$ cat config.mk
export PLATFORM = sky130hd
export DESIGN_NAME = flow_top
export DESIGN_NICKNAME = d
export VERILOG_FILES = /design/src/rooth_pkg.sv /design/src/branch_cmp.sv /design/src/flow_ctrl.sv /design/src/pc_reg.sv /design/src/pipe_stage.sv /design/src/flow_top.sv
export VERILOG_INCLUDE_DIRS = /design/src
export SDC_FILE = /design/constraint.sdc
export NUM_CORES = 1
export LEC_CHECK = 0
export BUFFER_PORTS_ARGS = -buffer_cell sky130_fd_sc_hd__buf_4
export CORE_ASPECT_RATIO = 0.75
export CORE_MARGIN = 1.5
export CORE_UTILIZATION = 60
export DETAILED_ROUTE_END_ITERATION = 12
export PLACE_DENSITY_LB_ADDON = 0.1
export SETUP_SLACK_MARGIN = 0.15
export SLEW_MARGIN = 10
export SYNTH_ARGS = -nofsm -noshare
export SYNTH_HDL_FRONTEND = slang
export SYNTH_SLANG_ARGS = --single-unit
$ cat constraint.sdc
create_clock -name clk_i -period 9.15 [get_ports clk_i]
set_input_delay 0 -clock clk_i [delete_from_list [all_inputs] [get_ports clk_i]]
set_output_delay 0 -clock clk_i [all_outputs]
set_load 0.01 [all_outputs]
$ cat src/rooth_params.svh
/*
 * global sizes for the rooth pipeline-control slice
 *   data and address width
 *   instruction width
 *   pc value after reset
 */

`ifndef ROOTH_PARAMS_SVH
`define ROOTH_PARAMS_SVH

// --------------------
// widths
// --------------------
`define CPU_WIDTH  32   // data and address bus
`define INST_WIDTH 32   // one rv32i instruction

// --------------------
// reset values
// --------------------
`define RESET_PC   32'h0000_0000

`endif

$ cat src/rooth_pkg.sv
/*
 * shared types for the pipeline-control slice
 *   flow_e      per-stage action (work, stop, refresh)
 *   branch_e    conditional branch kinds
 *   jump_e      unconditional control transfers
 *   fetch_pkt_t payload of the fetch-to-decode register
 *   exec_pkt_t  payload of the decode-to-execute register
 */

`include "rooth_params.svh"

package rooth_pkg;

    // --------------------
    // stage actions
    // --------------------
    typedef enum logic [1:0] {
        FLOW_WORK    = 2'd0,    // load next value
        FLOW_STOP    = 2'd1,    // hold contents
        FLOW_REFRESH = 2'd2     // load a bubble
    } flow_e;

    // --------------------
    // control transfers
    // --------------------
    typedef enum logic [2:0] {
        BRANCH_NONE = 3'd0,
        BRANCH_BEQ  = 3'd1,
        BRANCH_BNE  = 3'd2,
        BRANCH_BLT  = 3'd3,
        BRANCH_BGE  = 3'd4,
        BRANCH_BLTU = 3'd5,
        BRANCH_BGEU = 3'd6
    } branch_e;

    typedef enum logic [1:0] {
        JUMP_NONE  = 2'd0,
        JUMP_JAL   = 2'd1,
        JUMP_JALR  = 2'd2,
        JUMP_FENCE = 2'd3       // refetch from pc + 4
    } jump_e;

    // --------------------
    // stage payloads
    // --------------------
    typedef struct packed {
        logic                   valid;
        logic [`CPU_WIDTH-1:0]  pc;
        logic [`INST_WIDTH-1:0] inst;
    } fetch_pkt_t;

    // all zeros is a bubble, no branch and no jump
    typedef struct packed {
        logic                  valid;
        logic [`CPU_WIDTH-1:0] pc;
        branch_e               branch;
        jump_e                 jump;
        logic [`CPU_WIDTH-1:0] imm;
        logic [`CPU_WIDTH-1:0] rs1;
        logic [`CPU_WIDTH-1:0] rs2;
    } exec_pkt_t;

endpackage

$ cat src/branch_cmp.sv
/*
 * execute-stage branch comparator
 *   equality flag for beq and bne
 *   signed less / more-or-equal for blt and bge
 *   unsigned less / more-or-equal for bltu and bgeu
 */

`include "rooth_params.svh"

module branch_cmp import rooth_pkg::*; (
    input  logic [`CPU_WIDTH-1:0] rs1_i,
    input  logic [`CPU_WIDTH-1:0] rs2_i,
    input  branch_e               branch_i,
    output logic                  zero_o,       // operands equal
    output logic                  more_zero_o,  // rs1 >= rs2
    output logic                  less_o        // rs1 < rs2
);

    logic lt_signed;
    logic lt_unsigned;

    // --------------------
    // raw compares
    // --------------------
    assign lt_signed   = $signed(rs1_i) < $signed(rs2_i);
    assign lt_unsigned = rs1_i < rs2_i;

    assign zero_o = (rs1_i == rs2_i);

    // pick signedness from the branch kind
    always_comb begin
        less_o      = 1'b0;
        more_zero_o = 1'b0;
        case (branch_i)
            BRANCH_BLT,
            BRANCH_BGE: begin
                less_o      = lt_signed;
                more_zero_o = !lt_signed;
            end
            BRANCH_BLTU,
            BRANCH_BGEU: begin
                less_o      = lt_unsigned;
                more_zero_o = !lt_unsigned;
            end
            default: begin
                // beq / bne only look at zero
                less_o      = 1'b0;
                more_zero_o = 1'b0;
            end
        endcase
    end

endmodule

$ cat src/flow_ctrl.sv
/*
 * pipeline flow controller
 *   ranks interrupt, holds, stalls, branches, jumps and jtag halt
 *   drives the next pc and the pc-select flag
 *   drives one action per stage: pc, de, ex, as, wb
 */

`include "rooth_params.svh"

module flow_ctrl import rooth_pkg::*; (
    input  logic                  jtag_halt_flag_i,
    input  logic                  bus_wait_i,          // fetch bus not ready
    input  logic                  alu_busy_i,          // divider busy
    input  logic                  access_mem_hold_i,
    input  logic                  pr_access_mem_flag_i,
    input  logic                  client_hold_flag_i,
    input  logic                  client_int_assert_i,
    input  logic                  zero_i,
    input  logic                  more_zero_i,
    input  logic                  less_i,
    input  branch_e               branch_i,
    input  jump_e                 jump_i,
    input  logic [`CPU_WIDTH-1:0] pc_adder_i,          // execute pc
    input  logic [`CPU_WIDTH-1:0] imm_i,
    input  logic [`CPU_WIDTH-1:0] reg1_rd_data_i,      // rs1 for jalr
    input  logic [`CPU_WIDTH-1:0] client_int_addr_i,   // interrupt entry
    output logic [`CPU_WIDTH-1:0] next_pc_o,
    output logic                  next_pc_four_o,      // 1: fetch pc + 4
    output flow_e                 flow_pc_o,
    output flow_e                 flow_de_o,
    output flow_e                 flow_ex_o,
    output flow_e                 flow_as_o,
    output flow_e                 flow_wb_o
);

    logic [`CPU_WIDTH-1:0] rel_target;   // pc relative
    logic [`CPU_WIDTH-1:0] reg_target;   // jalr, no low-bit clear
    logic [`CPU_WIDTH-1:0] seq_target;   // fence refetch
    logic                  br_taken;

    assign rel_target = pc_adder_i + imm_i;
    assign reg_target = reg1_rd_data_i + imm_i;
    assign seq_target = pc_adder_i + `CPU_WIDTH'd4;

    // --------------------
    // branch condition
    // --------------------
    always_comb begin
        case (branch_i)
            BRANCH_BEQ:  br_taken = zero_i;
            BRANCH_BNE:  br_taken = !zero_i;
            BRANCH_BLT,
            BRANCH_BLTU: br_taken = less_i;
            BRANCH_BGE,
            BRANCH_BGEU: br_taken = more_zero_i;
            default:     br_taken = 1'b0;
        endcase
    end

    // --------------------
    // priority resolution
    // --------------------
    always_comb begin
        // defaults: everything flows, sequential fetch
        next_pc_o      = rel_target;
        next_pc_four_o = 1'b1;
        flow_pc_o      = FLOW_WORK;
        flow_de_o      = FLOW_WORK;
        flow_ex_o      = FLOW_WORK;
        flow_as_o      = FLOW_WORK;
        flow_wb_o      = FLOW_WORK;

        if (client_int_assert_i) begin
            next_pc_o      = client_int_addr_i;
            next_pc_four_o = 1'b0;
            flow_de_o      = FLOW_REFRESH;
            flow_ex_o      = FLOW_REFRESH;
            flow_as_o      = FLOW_REFRESH;
            flow_wb_o      = FLOW_REFRESH;
        end else if (client_hold_flag_i) begin
            flow_pc_o = FLOW_STOP;
            flow_de_o = FLOW_STOP;
            flow_ex_o = FLOW_STOP;
            flow_as_o = FLOW_STOP;
            flow_wb_o = FLOW_STOP;
        end else if (access_mem_hold_i) begin
            flow_pc_o = FLOW_STOP;
            flow_de_o = FLOW_STOP;
            flow_ex_o = FLOW_STOP;
            flow_as_o = FLOW_STOP;
            flow_wb_o = FLOW_REFRESH;     // drain writeback
        end else if (pr_access_mem_flag_i) begin
            flow_pc_o = FLOW_STOP;
            flow_de_o = FLOW_STOP;
            flow_ex_o = FLOW_REFRESH;
        end else if (alu_busy_i) begin
            flow_pc_o = FLOW_STOP;
            flow_de_o = FLOW_STOP;
            flow_ex_o = FLOW_STOP;
            flow_as_o = FLOW_REFRESH;
        end else if (bus_wait_i) begin
            flow_pc_o = FLOW_STOP;
            flow_de_o = FLOW_REFRESH;     // no valid fetch yet
        end else if (branch_i != BRANCH_NONE) begin
            if (br_taken) begin
                next_pc_o      = rel_target;
                next_pc_four_o = 1'b0;
                flow_de_o      = FLOW_REFRESH;
                flow_ex_o      = FLOW_REFRESH;
            end
        end else if (jump_i != JUMP_NONE) begin
            next_pc_four_o = 1'b0;
            flow_de_o      = FLOW_REFRESH;
            flow_ex_o      = FLOW_REFRESH;
            case (jump_i)
                JUMP_JAL:   next_pc_o = rel_target;
                JUMP_JALR:  next_pc_o = reg_target;
                JUMP_FENCE: next_pc_o = seq_target;
                default:    next_pc_four_o = 1'b1;
            endcase
        end else if (jtag_halt_flag_i) begin
            // halt ranks below control transfers
            flow_pc_o = FLOW_STOP;
            flow_de_o = FLOW_STOP;
            flow_ex_o = FLOW_STOP;
            flow_as_o = FLOW_STOP;
            flow_wb_o = FLOW_STOP;
        end
    end

endmodule

$ cat src/pc_reg.sv
/*
 * fetch program counter
 *   resets to the boot address
 *   advances by 4 or takes the redirect target under work
 *   holds under stop
 */

`include "rooth_params.svh"

module pc_reg import rooth_pkg::*; (
    input  logic                  clk_i,
    input  logic                  arst_n_i,
    input  flow_e                 flow_pc_i,
    input  logic                  next_pc_four_i,  // sequential fetch
    input  logic [`CPU_WIDTH-1:0] next_pc_i,       // redirect target
    output logic [`CPU_WIDTH-1:0] pc_o
);

    logic [`CPU_WIDTH-1:0] pc_q;
    logic [`CPU_WIDTH-1:0] pc_d;

    // --------------------
    // next pc select
    // --------------------
    assign pc_d = next_pc_four_i ? (pc_q + `CPU_WIDTH'd4) : next_pc_i;

    always_ff @(posedge clk_i or negedge arst_n_i) begin
        if (!arst_n_i) begin
            pc_q <= `RESET_PC;
        end else if (flow_pc_i == FLOW_WORK) begin
            pc_q <= pc_d;
        end
        // stop holds, refresh never reaches the pc
    end

    assign pc_o = pc_q;

    // redirect targets from the controller must keep fetch word aligned
    pc_aligned_a: assert property (
        @(posedge clk_i) disable iff (!arst_n_i)
        pc_o[1:0] == 2'b00
    ) else $error("pc_reg: pc 0x%08h not word aligned", pc_o);

endmodule

$ cat src/pipe_stage.sv
/*
 * pipeline stage register, generic over its payload
 *   work    load the upstream payload
 *   stop    keep the current payload
 *   refresh load an all-zero bubble
 */

module pipe_stage import rooth_pkg::*; #(
    parameter type payload_t = logic
) (
    input  logic     clk_i,
    input  logic     arst_n_i,
    input  flow_e    flow_i,
    input  payload_t data_i,
    output payload_t data_o
);

    payload_t data_q;

    // --------------------
    // stage register
    // --------------------
    always_ff @(posedge clk_i or negedge arst_n_i) begin
        if (!arst_n_i) begin
            data_q <= payload_t'('0);    // bubble out of reset
        end else begin
            case (flow_i)
                FLOW_WORK:    data_q <= data_i;
                FLOW_REFRESH: data_q <= payload_t'('0);
                default:      data_q <= data_q;     // stop
            endcase
        end
    end

    assign data_o = data_q;

    // the controller decodes every stage action from live requests,
    // an unknown request level upstream would show up here
    flow_known_a: assert property (
        @(posedge clk_i) disable iff (!arst_n_i)
        !$isunknown(flow_i)
    ) else $error("pipe_stage: stage action is unknown");

endmodule

$ cat src/flow_top.sv
/*
 * pipeline-control slice top level
 *   pc register and fetch packet
 *   fetch-to-decode and decode-to-execute stage registers
 *   execute branch comparator
 *   flow controller driving all stage actions
 */

`include "rooth_params.svh"

module flow_top import rooth_pkg::*; (
    input  logic                   clk_i,
    input  logic                   arst_n_i,
    input  logic [`INST_WIDTH-1:0] fetch_inst_i,
    // decoded fields for the instruction in decode
    input  branch_e                de_branch_i,
    input  jump_e                  de_jump_i,
    input  logic [`CPU_WIDTH-1:0]  de_imm_i,
    input  logic [`CPU_WIDTH-1:0]  de_rs1_i,
    input  logic [`CPU_WIDTH-1:0]  de_rs2_i,
    // request levels
    input  logic                   jtag_halt_flag_i,
    input  logic                   bus_wait_i,
    input  logic                   alu_busy_i,
    input  logic                   access_mem_hold_i,
    input  logic                   pr_access_mem_flag_i,
    input  logic                   client_hold_flag_i,
    input  logic                   client_int_assert_i,
    input  logic [`CPU_WIDTH-1:0]  client_int_addr_i,
    // observed state
    output logic [`CPU_WIDTH-1:0]  pc_o,
    output logic                   de_valid_o,
    output logic [`CPU_WIDTH-1:0]  de_pc_o,
    output logic [`INST_WIDTH-1:0] de_inst_o,
    output logic                   ex_valid_o,
    output logic [`CPU_WIDTH-1:0]  ex_pc_o,
    output flow_e                  flow_as_o,
    output flow_e                  flow_wb_o
);

    logic [`CPU_WIDTH-1:0] pc;
    logic [`CPU_WIDTH-1:0] next_pc;
    logic                  next_pc_four;
    flow_e                 flow_pc;
    flow_e                 flow_de;
    flow_e                 flow_ex;
    fetch_pkt_t            if_pkt;
    fetch_pkt_t            de_pkt;
    exec_pkt_t             de_ex_pkt;    // decode side of u_de_ex
    exec_pkt_t             ex_pkt;
    logic                  zero;
    logic                  more_zero;
    logic                  less;

    // --------------------
    // fetch
    // --------------------
    pc_reg u_pc_reg (
        .clk_i          (clk_i),
        .arst_n_i       (arst_n_i),
        .flow_pc_i      (flow_pc),
        .next_pc_four_i (next_pc_four),
        .next_pc_i      (next_pc),
        .pc_o           (pc)
    );

    assign if_pkt = '{valid: (flow_pc == FLOW_WORK), pc: pc, inst: fetch_inst_i};

    pipe_stage #(.payload_t(fetch_pkt_t)) u_if_de (
        .clk_i    (clk_i),
        .arst_n_i (arst_n_i),
        .flow_i   (flow_de),
        .data_i   (if_pkt),
        .data_o   (de_pkt)
    );

    // --------------------
    // decode
    // --------------------
    assign de_ex_pkt = '{valid:  de_pkt.valid,
                         pc:     de_pkt.pc,
                         branch: de_branch_i,
                         jump:   de_jump_i,
                         imm:    de_imm_i,
                         rs1:    de_rs1_i,
                         rs2:    de_rs2_i};

    pipe_stage #(.payload_t(exec_pkt_t)) u_de_ex (
        .clk_i    (clk_i),
        .arst_n_i (arst_n_i),
        .flow_i   (flow_ex),
        .data_i   (de_ex_pkt),
        .data_o   (ex_pkt)
    );

    // --------------------
    // execute
    // --------------------
    branch_cmp u_branch_cmp (
        .rs1_i       (ex_pkt.rs1),
        .rs2_i       (ex_pkt.rs2),
        .branch_i    (ex_pkt.branch),
        .zero_o      (zero),
        .more_zero_o (more_zero),
        .less_o      (less)
    );

    flow_ctrl u_flow_ctrl (
        .jtag_halt_flag_i     (jtag_halt_flag_i),
        .bus_wait_i           (bus_wait_i),
        .alu_busy_i           (alu_busy_i),
        .access_mem_hold_i    (access_mem_hold_i),
        .pr_access_mem_flag_i (pr_access_mem_flag_i),
        .client_hold_flag_i   (client_hold_flag_i),
        .client_int_assert_i  (client_int_assert_i),
        .zero_i               (zero),
        .more_zero_i          (more_zero),
        .less_i               (less),
        .branch_i             (ex_pkt.branch),
        .jump_i               (ex_pkt.jump),
        .pc_adder_i           (ex_pkt.pc),
        .imm_i                (ex_pkt.imm),
        .reg1_rd_data_i       (ex_pkt.rs1),
        .client_int_addr_i    (client_int_addr_i),
        .next_pc_o            (next_pc),
        .next_pc_four_o       (next_pc_four),
        .flow_pc_o            (flow_pc),
        .flow_de_o            (flow_de),
        .flow_ex_o            (flow_ex),
        .flow_as_o            (flow_as_o),
        .flow_wb_o            (flow_wb_o)
    );

    assign pc_o       = pc;
    assign de_valid_o = de_pkt.valid;
    assign de_pc_o    = de_pkt.pc;
    assign de_inst_o  = de_pkt.inst;
    assign ex_valid_o = ex_pkt.valid;
    assign ex_pc_o    = ex_pkt.pc;

endmodule

==> results of run 1 <==
area by class of cell:
type,instances,area [µm²],area share (%)
Sequential cell,231,5780,29.8
Multi-Input combinational cell,1124,8080,41.7
Tap cell,306,383,1.98
Clock buffer,34,699,3.61
Inverter,53,199,1.03
Clock inverter,7,92.6,0.478
Timing Repair Buffer,495,4150,21.4
timing repair:
action,in CTS,in global routing
hold endpoints to repair,240,0
hold buffers,170,0
endpoints found under the setup margin,0,0
buffers inserted,0,0
layer usage:
layer,track usage [%],wire length (µm)
met1,55.1,20600
met2,66.5,24700
met3,8.32,5340
met4,16.3,2260
met5,0,0
sequential cells by signal, indices dropped and copies added (netlist names):
register,flops
u_de_ex.data_o,134
u_if_de.data_o,65
u_pc_reg.pc_o,32
where the power goes:
group	leakage, nW	switching, mW	internal (mW)
Sequential	3.12	0.0724	1.07
Combinational	5.79	0.293	0.254
Clock	0.391	0.432	0.587
Total	9.30	0.798	1.91
synth_stat cells (36+ instances only):
master / n / share of area [%]
a21oi_1: 98 / 3.4
xnor2_1: 44 / 2.6
buf_4: 39 / 2.0
nand2_1: 116 / 3.0
clkbuf_1: 62 / 1.6
nor2_1: 67 / 1.7
a22o_1: 196 / 12
dfrtp_1: 231 / 40
nand3_1: 43 / 1.5
xor2_1: 36 / 2.2
inv_1: 52 / 1.3
ha_1: 96 / 8.2
o21ai_0: 72 / 2.5
critical path, delay by kind of cell, from the launching register on:
kind,cells,cell delay [ns]
AOI/OAI and AO/OA,7,2.29
and+or+nand+nor,2,0.91
buffers and inverters,2,0.85
DFF,1,0.36
adders and majority gates,1,0.34
path summary, 6_finish.rpt:
check	from	end	slack, ns
max	u_de_ex.data_o[7]$_DFFE_PN0P_	u_de_ex.data_o[36]$_DFFE_PN0P_	4.25
min	arst_n_i	u_de_ex.data_o[4]$_DFFE_PN0P_	0.01
max reg2reg	u_de_ex.data_o[7]$_DFFE_PN0P_	u_de_ex.data_o[36]$_DFFE_PN0P_	4.25
min reg2reg	u_if_de.data_o[21]$_DFFE_PN0P_	u_if_de.data_o[21]$_DFFE_PN0P_	0.51
max in group asynchronous	arst_n_i	u_de_ex.data_o[126]$_DFFE_PN0P_	7.59
min in group clk_i	alu_busy_i	u_pc_reg.pc_o[16]$_DFFE_PN0N_	0.05
per-stage QoR:
| stage | power, mW | util [%] | std cells | setup slack, ns |
|---|---|---|---|---|
| floorplan | 1.40 | - | 1518 | 5.82 |
| global placement | 1.60 | 70.6 | 2039 | 4.78 |
| detailed placement | 1.62 | 70.6 | 2039 | 4.57 |
| CTS | 2.66 | 81.0 | 2250 | 4.51 |
| global route | 2.79 | 81.0 | 2250 | 4.05 |
| finish | 2.71 | 81.0 | 2250 | 4.25 |
cell families after synthesis:
kind of cell / after synthesis / synth area share [%]
AO/OA/AOI/OAI: 582 / 29.3
multiplexers: 11 / 0.754
buffers and inverters: 163 / 5.27
AND/OR/NAND/NOR: 353 / 11.8
flip-flops: 231 / 39.6
XOR/XNOR: 80 / 4.80
adder cells (fa/ha/maj): 98 / 8.50
placed cells by master (no fill, tap or decap), types with 6 or more instances in the layout:
cell type,Yosys,final
a211oi_1,25,25
dfrtp_1,231,231
o211ai_1,21,21
nor2b_1,7,7
dlygate4sd3_1,0,170
nand4_1,28,28
xor2_1,36,36
inv_1,52,52
a2111oi_0,6,6
nand2_1,116,116
nand3_1,43,43
clkbuf_16,0,25
o21ai_0,72,72
buf_4,39,324
a21o_1,32,32
a22o_1,196,196
xnor2_1,44,44
o21a_1,13,13
a22oi_1,6,6
nor3_1,22,22
a21oi_1,98,97
and3_1,21,21
nand2b_1,9,9
nor2_1,67,64
nor4_1,9,9
o22ai_1,17,17
mux2i_1,11,11
a31oi_1,19,19
ha_1,96,96
==> results.tsv, run 1 <==
stage	metric	value	unit
status	status	complete, no violations	
synth	count of warnings emitted by yosys	0	
timing	Final Cycle Share	53.6	%
setup_path	Crit-path slowest cell	buf_4	
final_layout	area delta synth->final	32.8	%
global_route	GRT overflow	0	
synth	Cells after Synth	1518	
setup_path	Crit path top cell by count	a22o_1	
drt	Via Count	15100	
synth	synth unique cells	74	
setup_path	largest stage delay on the critical path	0.77	ns
cts	CTS tree	built	
placed_design	PortBufs	307	
synth	Post-Syn Area per Cell	9.62	µm²
cts	Num CTS Buffers	24	
timing	setup_tns	0	ns
placed_design	hpwl dp	34400	µm
drt	drt total wl	52900	µm
synth	Seq cells post-synth	231	
drt	drt drc	0	
timing	Final Hold Viols	0	
floorplan	FP Rows	49	
synth	sequential element share of the synthesized area	39.6	%
global_route	gr usage total	41.3	%
drt	routed len/inst	23.5	µm
setup_path	Reg2Reg Depth	12	
synth	Synth Cell Area	0.0146	mm²
power	VDD IR-drop max	0.145	mV
setup_path	CP max FO	88	
floorplan	core region area	0.0239	mm²
setup_path	worst endpoint required time	9.61	ns
drt	Initial DRC Count	1614	
placed_design	DP Area	0.0169	mm²
cts	CTS H-tree depth	1	
synth	syn nets	1790	
timing	Final Max Slew Viols	0	
synth	Top FF cell, synth	dfrtp_1	
cts	Root Buffer	clkbuf_16	
cts	clk buf depth	3	
final_layout	layout cell share with drive strength beyond 1	19.4	%
drt	Final ANT Viol Nets	0	
setup_path	Worst setup SP type	flip-flop	
power	pwr dens	140	mW/mm²
setup_path	crit end category	flip-flop	
global_route	first-pass GRT wire length	82500	µm
placed_design	gpl congestion	0.955	
floorplan	Die Span X	183	µm
final_layout	filler cell count	1438	
floorplan	# IOs	308	
setup_path	arrival time at the worst endpoint	5.37	ns
global_route	initial antenna violation count	0	
global_route	largest net degree at the start of global routing	89	
drt	first-pass iteration count of the detailed router	6	
timing	RSZ-0062 raised after global routing	false	
cts	CTS resizes	0	
run	maxcap violations	0	
cts	clock sink count	231	
setup_path	WS Path Type	reg2reg	
timing	worst-margin pin slew	1.21	ns
drt	DR vias/cell	6.69	
floorplan	Die H	138	µm
cts	clk slew on worst S/H paths	0.06	ns
global_route	number of global-route vias before repair	14800	
synth	asr flop ratio synth	100	%
final_layout	Nets	2201	
timing	post-route minimum period	4.90	ns
power	Leakage	9.30	nW
floorplan	die area	0.0253	mm²
setup_path	CP Cell Sequence	inv_1 -> ha_1 -> a21oi_1 -> o21ai_0 -> a22o_1 -> o41ai_2 -> a2111oi_0 -> nor3b_2 -> nor2_1 -> a2111oi_4 -> buf_4 -> a22o_1	
synth	Post-synth EDFFs	0	
timing	tightest hold margin	0.0126	ns
floorplan	initial core utilization	61.0	%
final_layout	Final Cell Area	0.0194	mm²
final_layout	Antenna Cells	0	
cts	Clock Latency Late Sink	0.55	ns
timing	Max Fclk	204	MHz
timing	Setup violations, final	0	
timing	Setup Skew	0.0164	ns
timing	worst rel slew slack	19.1	%
worst_hold_path	Min-Delay Path Class	in2async	
Power figures use the tool's default switching activity.
==> run 2, diff against run 1 <==
Settings changed: ABC_AREA set to 1, CORE_UTILIZATION 60 to 57.
Clock period 9.15 ns to 5 ns, I/O delays scaled along.
==> results.tsv, run 2 <==
stage	metric	value	unit	change
status	status	complete, no violations		unchanged
setup_path	Reg2Reg Depth	18		was 12
timing	Final Cycle Share	89.3	%	was 53.6%
floorplan	Die Span X	201	µm	was 183 µm
cts	CTS H-tree depth	1		unchanged
placed_design	DP Worst Slack	1.25	ns	was 4.57 ns
final_layout	fin util	74.3	%	was 81.0%
power	net switching power	1.74	mW	was 0.798 mW
setup_path	CP max FO	33		was 88
synth	Synth area leader	dfrtp_1		unchanged
worst_hold_path	Min-Delay Path Class	in2reg		was in2async
setup_path	Crit path top cell by count	nand2_1		was a22o_1
synth	cell with the most instances after synthesis	nand2_1		was dfrtp_1
global_route	gr usage total	46.4	%	was 41.3%
power	Tot Pwr	5.17	mW	was 2.71 mW
synth	leading post-synthesis cells by cell area	dfrtp_1 35%, nand2_1 15%, ha_1 7.2%		was dfrtp_1 40%, a22o_1 12%, ha_1 8.2%
power	Clock power frac	35.0	%	was 37.6%
synth	Synth Area in Adders	7.43	%	was 8.50%
timing	Setup Skew	0.0168	ns	was 0.0164 ns
worst_hold_path	Worst Hold Depth	5		
drt	drt total wl	71800	µm	was 52900 µm
power	VDD IR-drop max	0.272	mV	was 0.145 mV
synth	Synth Area in XOR/XNOR	2.31	%	was 4.80%
final_layout	Nets	3059		was 2201
cts	Clock Latency Late Sink	0.57	ns	was 0.55 ns
drt	Initial DRC Count	2807		was 1614
placed_design	DP Area	0.0190	mm²	was 0.0169 mm²
global_route	GRT overflow	0		unchanged
final_layout	area delta synth->final	28.7	%	was 32.8%
drt	first-pass iteration count of the detailed router	9		was 6
timing	post-route minimum period	4.46	ns	was 4.90 ns
final_layout	layout cell share with drive strength beyond 1	15.0	%	was 19.4%
drt	Final ANT Viol Nets	0		unchanged
cts	CTS tree	built		unchanged
global_route	first-pass GRT wire length	109000	µm	was 82500 µm
timing	Setup violations, final	0		unchanged
synth	syn nets	2665		was 1790
setup_path	crit end category	flip-flop		unchanged
synth	Post-synth top cells	660 x nand2_1, 240 x inv_1, 231 x dfrtp_1		was 231 x dfrtp_1, 196 x a22o_1, 116 x nand2_1
run	maxcap violations	0		unchanged
floorplan	core region area	0.0289	mm²	was 0.0239 mm²
synth	post-synth top area share	34.6	%	was 39.6%
cts	clk buf depth	3		unchanged
power	pwr dens	240	mW/mm²	was 140 mW/mm²
final_layout	max reg flops	134		unchanged
timing	Final Hold Viols	0		unchanged
setup_path	arrival time at the worst endpoint	4.90	ns	was 5.37 ns
timing	tightest hold margin	0.0542	ns	was 0.0126 ns
cts	Root Buffer	clkbuf_16		unchanged
power	Pint	3.43	mW	was 1.91 mW
floorplan	# IOs	308		unchanged
worst_hold_path	hold_sp	client_int_assert_i		
synth	Top FF cell, synth	dfrtp_1		unchanged
cts	# Post-CTS Setup Buffers	0		unchanged
final_layout	Final Cell Area	0.0215	mm²	was 0.0194 mm²
timing	RSZ-0062 raised after global routing	false		unchanged
synth	Cells after Synth	2393		was 1518
floorplan	Die H	151	µm	was 138 µm
synth	asr flop ratio synth	100	%	unchanged
synth	Post-synth EDFFs	0		unchanged
timing	Final Max Slew Viols	0		unchanged
cts	clk slew on worst S/H paths	0.06	ns	about the same
synth	mux cell area share after synthesis	0	%	was 0.754%
placed_design	Post-Place Cells	2980		was 2039
timing	worst rel slew slack	26.3	%	was 19.1%
drt	routed len/inst	22.5	µm	was 23.5 µm
setup_path	R2R Path Start	u_de_ex.data_o[43]$_DFFE_PN0P_		was u_de_ex.data_o[7]$_DFFE_PN0P_
power	sequential share of power	41.1	%	was 42.2%
final_layout	most common cell after layout, fill and taps aside	nand2_1		was buf_4
timing	Max Fclk	224	MHz	was 204 MHz
setup_path	R2R setup slack	0.54	ns	was 4.25 ns
power	Switching Share	33.6	%	was 29.5%
timing	post-route worst setup slack	0.536	ns	was 4.25 ns
worst_hold_path	hold path endpoint	u_pc_reg.pc_o[2]$_DFFE_PN0N_		
synth	Post-Synth Simple-Gate Area	30.1	%	was 11.8%
synth	Seq cells post-synth	231		unchanged
setup_path	RR Endpoint	u_pc_reg.pc_o[18]$_DFFE_PN0N_		was u_de_ex.data_o[36]$_DFFE_PN0P_
placed_design	PortBufs	307		unchanged
floorplan	die area	0.0303	mm²	was 0.0253 mm²
synth	synth unique cells	52		was 74
setup_path	family with the most delay on the worst path	simple AND/OR/NAND/NOR gates		was compound AO/OA/AOI/OAI gates
setup_path	largest stage delay on the critical path	0.76	ns	was 0.77 ns
final_layout	fin cells	3197		was 2250
placed_design	gpl congestion	1.06		was 0.955
synth	largest family of logic cells by synthesized area	simple AND/OR/NAND/NOR gates		was compound AO/OA/AOI/OAI gates
global_route	number of global-route vias before repair	19000		was 14800
drt	Via Count	19900		was 15100
synth	complex-gate fraction of the synthesized area	16.1	%	was 29.3%
setup_path	CP Cell Sequence	ha_1 -> a21oi_1 -> nand2_1 -> a21oi_1 -> nand2_1 -> nand2_1 -> nand2_1 -> nand2_1 -> nand3_1 -> nand2_1 -> nand2_1 -> nand3_2 -> nand3_2 -> nand2_2 -> inv_4 -> nand2_1 -> nand3b_1 -> dlygate4sd3_1		was inv_1 -> ha_1 -> a21oi_1 -> o21ai_0 -> a22o_1 -> o41ai_2 -> a2111oi_0 -> nor3b_2 -> nor2_1 -> a2111oi_4 -> buf_4 -> a22o_1
cts	Num CTS Buffers	24		unchanged
setup_path	Worst setup SP type	flip-flop		unchanged
synth	Post-Syn Area per Cell	6.98	µm²	was 9.62 µm²
setup_path	worst endpoint required time	5.44	ns	was 9.61 ns
placed_design	hpwl dp	48300	µm	was 34400 µm
synth	sequential element share of the synthesized area	34.6	%	was 39.6%
global_route	largest net degree at the start of global routing	118		was 89
timing	worst-margin pin slew	1.09	ns	was 1.21 ns
global_route	initial antenna violation count	3		was 0
cts	clock sink count	231		unchanged
synth	count of warnings emitted by yosys	0		unchanged
drt	DR vias/cell	6.23		was 6.69
timing	setup_tns	0	ns	unchanged
drt	drt drc	0		unchanged
power	Leakage	10.6	nW	was 9.30 nW
floorplan	FP Rows	54		was 49
power	part of the power in combinational logic	23.8	%	was 20.2%
floorplan	initial core utilization	57.7	%	was 61.0%
setup_path	Worst Path Buf+Inv	2		unchanged
final_layout	commonest non-fill, non-tap cells in the layout	659 x nand2_1, 320 x buf_4, 239 x inv_1		was 324 x buf_4, 231 x dfrtp_1, 196 x a22o_1
setup_path	Crit-path slowest cell	nand2_2		was buf_4
synth	Synth Cell Area	0.0167	mm²	was 0.0146 mm²
setup_path	WS Path Type	reg2reg		unchanged
## run 2: worst min-delay path, stage by stage
cell,delay (ns)
buf_4,0.23
nand2_1,0.12
nand3_1,0.09
nand3_1,0.08
nand2_1,0.05
## run 2: how the worst max path moves through the flow
stage / start / to / slack [ns] / depth (start not counted)
after CTS: u_de_ex.data_o[43]$_DFFE_PN0P_ / u_pc_reg.pc_o[18]$_DFFE_PN0N_ / 0.75 / 18
after floorplan: u_de_ex.data_o[64]$_DFFE_PN0P_ / u_pc_reg.pc_o[16]$_DFFE_PN0N_ / 2.43 / 21
after global placement: u_de_ex.data_o[36]$_DFFE_PN0P_ / u_pc_reg.pc_o[19]$_DFFE_PN0N_ / 1.39 / 17
after global routing: u_de_ex.data_o[43]$_DFFE_PN0P_ / u_pc_reg.pc_o[18]$_DFFE_PN0N_ / 0.32 / 18
after detailed placement: u_de_ex.data_o[43]$_DFFE_PN0P_ / u_if_de.data_o[20]$_DFFE_PN0P_ / 1.25 / 17
final: u_de_ex.data_o[43]$_DFFE_PN0P_ / u_pc_reg.pc_o[18]$_DFFE_PN0N_ / 0.54 / 18
## run 2: layout make-up
class | instances | area [µm²]
Antenna cell | 1 | 2.50
Clock buffer | 32 | 681
Clock inverter | 11 | 76.3
Fill cell | 2102 | 7430
Inverter | 244 | 921
Multi-Input combinational cell | 1791 | 9370
Sequential cell | 231 | 5780
Tap cell | 392 | 490
Timing Repair Buffer | 495 | 4170
## run 2: layer usage
layer	share of wire [%]	up-vias	global-route usage, %	wire length (µm)
met4	4.2	0	17.1	3030
met5	0	-	0	0
met1	39	9246	61.8	27700
met3	15	286	15.4	10500
met2	43	1661	70.3	30500
li1	-	8738	-	-
## run 2: kinds of logic after synthesis
family | after synthesis
AND/OR/NAND/NOR | 1153
AO/OA/AOI/OAI | 496
buffers and inverters | 371
flip-flops | 231
adder cells (fa/ha/maj) | 98
XOR/XNOR | 44
## run 2: power groups by stage
stage	combinational, mW	sequential, mW	clock [mW]
2_1_floorplan	0.602	2.11	0
3_3_place_gp	1.02	2.14	0
3_5_place_dp	1.04	2.14	0
4_1_cts	1.16	2.11	1.77
5_1_grt	1.32	2.13	1.86
6_report	1.23	2.12	1.81
## run 2: repair_timing
| action | 4_1_cts | 5_1_grt |
|---|---|---|
| hold buffers | 173 | 0 |
| hold endpoints to repair | 283 | 0 |
| gates resized for setup | 0 | 0 |
